**config.mk**
```make
export PLATFORM = sky130hd
export DESIGN_NAME = pixel_lookup
export DESIGN_NICKNAME = d
export VERILOG_FILES = /design/src/rtl/palette_pkg.sv /design/src/rtl/pixel_lookup.sv
export SDC_FILE = /design/constraint.sdc
export NUM_CORES = 1
export LEC_CHECK = 0
export BUFFER_PORTS_ARGS = -buffer_cell sky130_fd_sc_hd__buf_2
export CAP_MARGIN = 20
export CORE_UTILIZATION = 39
export CTS_CLUSTER_SIZE = 10
export DETAILED_ROUTE_END_ITERATION = 10
export MAX_ROUTING_LAYER = met4
export PLACE_DENSITY = 0.74
export SLEW_MARGIN = 20
export SYNTH_ARGS = -nofsm -noshare
export SYNTH_HDL_FRONTEND = slang
export SYNTH_SLANG_ARGS = --single-unit
```
**constraint.sdc**
```tcl
create_clock -name aclk -period 1.5 [get_ports aclk]
set_input_delay 0.15 -clock aclk [delete_from_list [all_inputs] [get_ports aclk]]
set_output_delay 0.15 -clock aclk [all_outputs]
set_load 0.03 [all_outputs]
```
**src/rtl/palette_pkg.sv**
```systemverilog
`default_nettype none

package palette_pkg;

  // Bus byte address
  typedef logic [15:0] axil_addr_t;

  // RGB565 colour, also the bus data width
  typedef logic [15:0] colour_t;

  // Palette entry number
  typedef logic [11:0] pal_index_t;

  localparam int palette_depth = 4096;

  // Byte address of entry 0, entries are two bytes apart
  localparam axil_addr_t palette_base = 16'h2000;

  // Pixel index entering the lookup stage
  typedef struct packed {
    pal_index_t index;
    logic       last;   // End of line
  } pixel_in_t;

  // Colour leaving the lookup stage
  typedef struct packed {
    colour_t colour;
    logic    last;      // End of line
  } pixel_out_t;

endpackage

`default_nettype wire

```
**src/rtl/pixel_lookup.sv**
```systemverilog
`timescale 1ns/1ps
`default_nettype none

module pixel_lookup import palette_pkg::*; (
  input  logic       aclk,
  input  logic       aresetn,

  // Pixel index stream in
  input  pixel_in_t  pix_in,
  input  logic       pix_in_valid,
  output logic       pix_in_ready,

  // Colour stream out
  output pixel_out_t pix_out,
  output logic       pix_out_valid,
  input  logic       pix_out_ready,

  // Palette lookup port
  output pal_index_t lut_index,
  input  colour_t    lut_colour
);

  // Stage one holds the index whose colour is being read
  pixel_in_t s1_pix;
  logic      s1_valid;

  // Both stages move together
  logic advance;

  // Output register is free or being emptied this cycle
  assign advance = pix_out_ready | ~pix_out_valid;

  assign pix_in_ready = advance;

  // Present the incoming index when moving, else re-read the held one
  assign lut_index = advance ? pix_in.index : s1_pix.index;

  always_ff @(posedge aclk) begin
    if (advance) begin
      s1_pix <= pix_in;
    end
  end

  always_ff @(posedge aclk) begin
    if (!aresetn) begin
      s1_valid <= 1'b0;
    end else if (advance) begin
      s1_valid <= pix_in_valid;   // Bubble when no input
    end
  end

  // Stage two takes the colour read for stage one
  always_ff @(posedge aclk) begin
    if (advance) begin
      pix_out.colour <= lut_colour;
      pix_out.last   <= s1_pix.last;
    end
  end

  always_ff @(posedge aclk) begin
    if (!aresetn) begin
      pix_out_valid <= 1'b0;
    end else if (advance) begin
      pix_out_valid <= s1_valid;
    end
  end

endmodule

`default_nettype wire

```
==> results_dict.tcl <==
set metrics [dict create \
    status "finished with violations" \
    violations "DRC, setup timing" \
    hold_class "in -> reg" \
    critPathKind "reg -> out" \
    drtAntennaViolNets 0 \
    clkSinkCount 32 \
    crit_slowest_cell "dfxtp_4" \
    synth_fp_nets 85 \
    drc_errors 14 \
    numCtsBuffers 5 \
    area_growth_pct 70.5 \
    synth_warnings 0 \
    core_um2 2810 \
    final_common_cell "buf_2" \
    power_density_nw_per_um2 1080 \
    rrSetupSlack_ns 0.16 \
    hold_path_depth 1 \
    place_ws_ns 0.187 \
    synth.ff_latch_count 32 \
    fin_nets 182 \
    yosys.area.top_type "edfxtp_1" \
    grt_pass1_wl_um 4150 \
    ff2ff_path_depth 5 \
    worstReg2RegStart "pix_out_valid$_SDFFE_PN0P_" \
    grt_max_degree 11 \
    sw_frac_of_total 0.231 \
    vias 819 \
    cp-end-kind "output pin" \
    clk_latency_ns 0.33 \
    cp_max_fo 6 \
    drt_wl_total_um 2670 \
    clk_pin_slew_ns 0.09 \
    maxSlewViolCount 0 \
    hold_violations 0 \
    die_h_um 56.9 \
    syn_area_per_cell_um2 22.6 \
    grt_pass1_vias 854 \
    finClkSkew_ns 0.00439 \
    tightestPinTransition_ns 0.137 \
    critPathRequiredTime_ns 1.35 \
    antenna_found_initial 0 \
    setup_viol 13 \
    std_cell_rows 19 \
    grt_use_total 0.191 \
    viasPerCell 4.52 \
    pwr-share-seq 0.488 \
    cts_tree "done" \
    synth_top_area_frac 0.766 \
    vdd_drop_max_mv 0.776 \
    final_cell_mix "buf_2 (50), edfxtp_1 (30), dlygate4sd3_1 (21), buf_6 (14), mux2_4 (12)" \
    power_switching_w 0.000500 \
    final_core_utilization 0.715 \
    rsz0062_at_grt "true" \
    drtIter0Drc 31 \
    wl_per_cell_um 14.8 \
    critPathArrivalTime_ns 1.49 \
    max_freq_ghz 0.610 \
    start_util 0.419 \
    netlist_area_um2 1180 \
    p_leak_nw 0.892 \
    worstPathCellList "nor2b_4, clkbuf_16, mux2_4, buf_6" \
    port_buffers 63 \
    relSlewSlack 0.906 \
    power_frac_clock 0.336 \
    period_minus_slack_ns 1.64 \
    setup_slack_ns -0.139 \
    maxCapViolCount 0 \
    root_buffer "clkbuf_4" \
    worstSetupStartpointType "register" \
    period_share 1.09 \
    grt_overflow 0 \
    cpPeakStageDelay_ns 0.35 \
    synthDistinctLibCells 11 \
    die-area_um2 3240 \
    drive_gt1_frac 0.627 \
    cts_max_path_buffers 2 \
    routabilityCongestion 0.650 \
    r2r-end "s1_pix[5]$_DFFE_PP_" \
    seq_area_frac_synth 0.800 \
    ios 64 \
    first_pass_iters 7 \
    dp_hpwl_um 1600 \
    intPower_w 0.00166 \
    power_frac_comb 0.176 \
    holdCritStartpoint "pix_in[1]" \
    hold_slack_ns 0.0196 \
    worstHoldEndpoint "s1_pix[1]$_DFFE_PP_" \
    synth_area_leaders "edfxtp_1 (77%), mux2_4 (8.9%), mux2_2 (4.8%)" \
    die_x_um 56.9 \
    n_antenna_cell 0 \
    syn_inst 52 \
    htree_levels 2 \
]
==> synth_stat cells, drive strengths merged <==
cell,instances
mux2,12
nand2,2
dfxtp,2
o21a,1
nor2b,1
inv,1
edfxtp,30
buf,2
mux2i,1
==> what timing repair did <==
| item | CTS | global route |
|---|---|---|
| endpoints found under the setup margin | 12 | 13 |
| gates cloned | 1 | 0 |
| hold buffers | 21 | 0 |
| hold endpoints to repair | 21 | 0 |
| gates resized for setup | 33 | 1 |
| buffers inserted | 3 | 0 |
==> per-layer routing <==
metal / track usage / vias to the layer above / share of wire
li1: - / 394 / -
met1: 0.189 / 381 / 0.36
met2: 0.334 / 40 / 0.55
met3: 0.0622 / 4 / 0.073
met4: 0.0941 / 0 / 0.019
met5: - / - / 0
==> power groups by stage <==
stage                     logic [W]  registers, W  clock network [W]
after CTS                  0.000380       0.00105           0.000743
after detailed placement   0.000286       0.00107                  0
after floorplan            0.000111       0.00114                  0
after global routing       0.000400       0.00106           0.000780
after global placement     0.000280       0.00107                  0
final                      0.000381       0.00106           0.000727
==> cells by family after synthesis <==
family	Yosys count	synth area share
flops	32	0.800
compound gates	1	0.00639
simple gates	3	0.0181
buf+inv	3	0.0298
mux	13	0.146
==> flip-flops by register name, indices dropped and copies added (netlist names) <==
name	flops
s1_pix	13
pix_out	17
pix_out_valid	1
s1_valid	1
==> area by class of cell <==
cell class,count,area (um^2)
repair buffers,92,701
clock inverters,1,30.0
multi-input cells,17,219
flip-flops and latches,32,945
well taps,31,38.8
inverters,1,7.51
fillers,201,800
clock buffers,7,65.1
==> critical path, delay by kind of cell, from the launching register on <==
kind          cells  cell delay (ns)
simple gates      1             0.19
mux               1             0.31
buf+inv           2             0.32
flops             1             0.35
==> through the flow <==
stage	instance area, um^2	cells	power (W)	setup TNS (ns)
floorplan	1180	52	0.00125	-6.48
global placement	1550	148	0.00135	0
detailed placement	1550	148	0.00136	0
CTS	2010	181	0.00218	-1.98
global route	2010	181	0.00224	-2.16
finish	2010	181	0.00216	-1.47
==> worst max-delay path by stage <==
stage / endpoint / start / cells past startpoint
floorplan: pix_out[0]$_DFFE_PP_ / pix_out_valid$_SDFFE_PN0P_ / 4
global placement: lut_index[0] / pix_out_valid$_SDFFE_PN0P_ / 4
detailed placement: lut_index[1] / pix_out_valid$_SDFFE_PN0P_ / 4
CTS: lut_index[1] / pix_out_valid$_SDFFE_PN0P_ / 4
global route: lut_index[8] / pix_out_valid$_SDFFE_PN0P_ / 4
finish: lut_index[8] / pix_out_valid$_SDFFE_PN0P_ / 4
No activity file was read; power rests on OpenSTA's default activity.
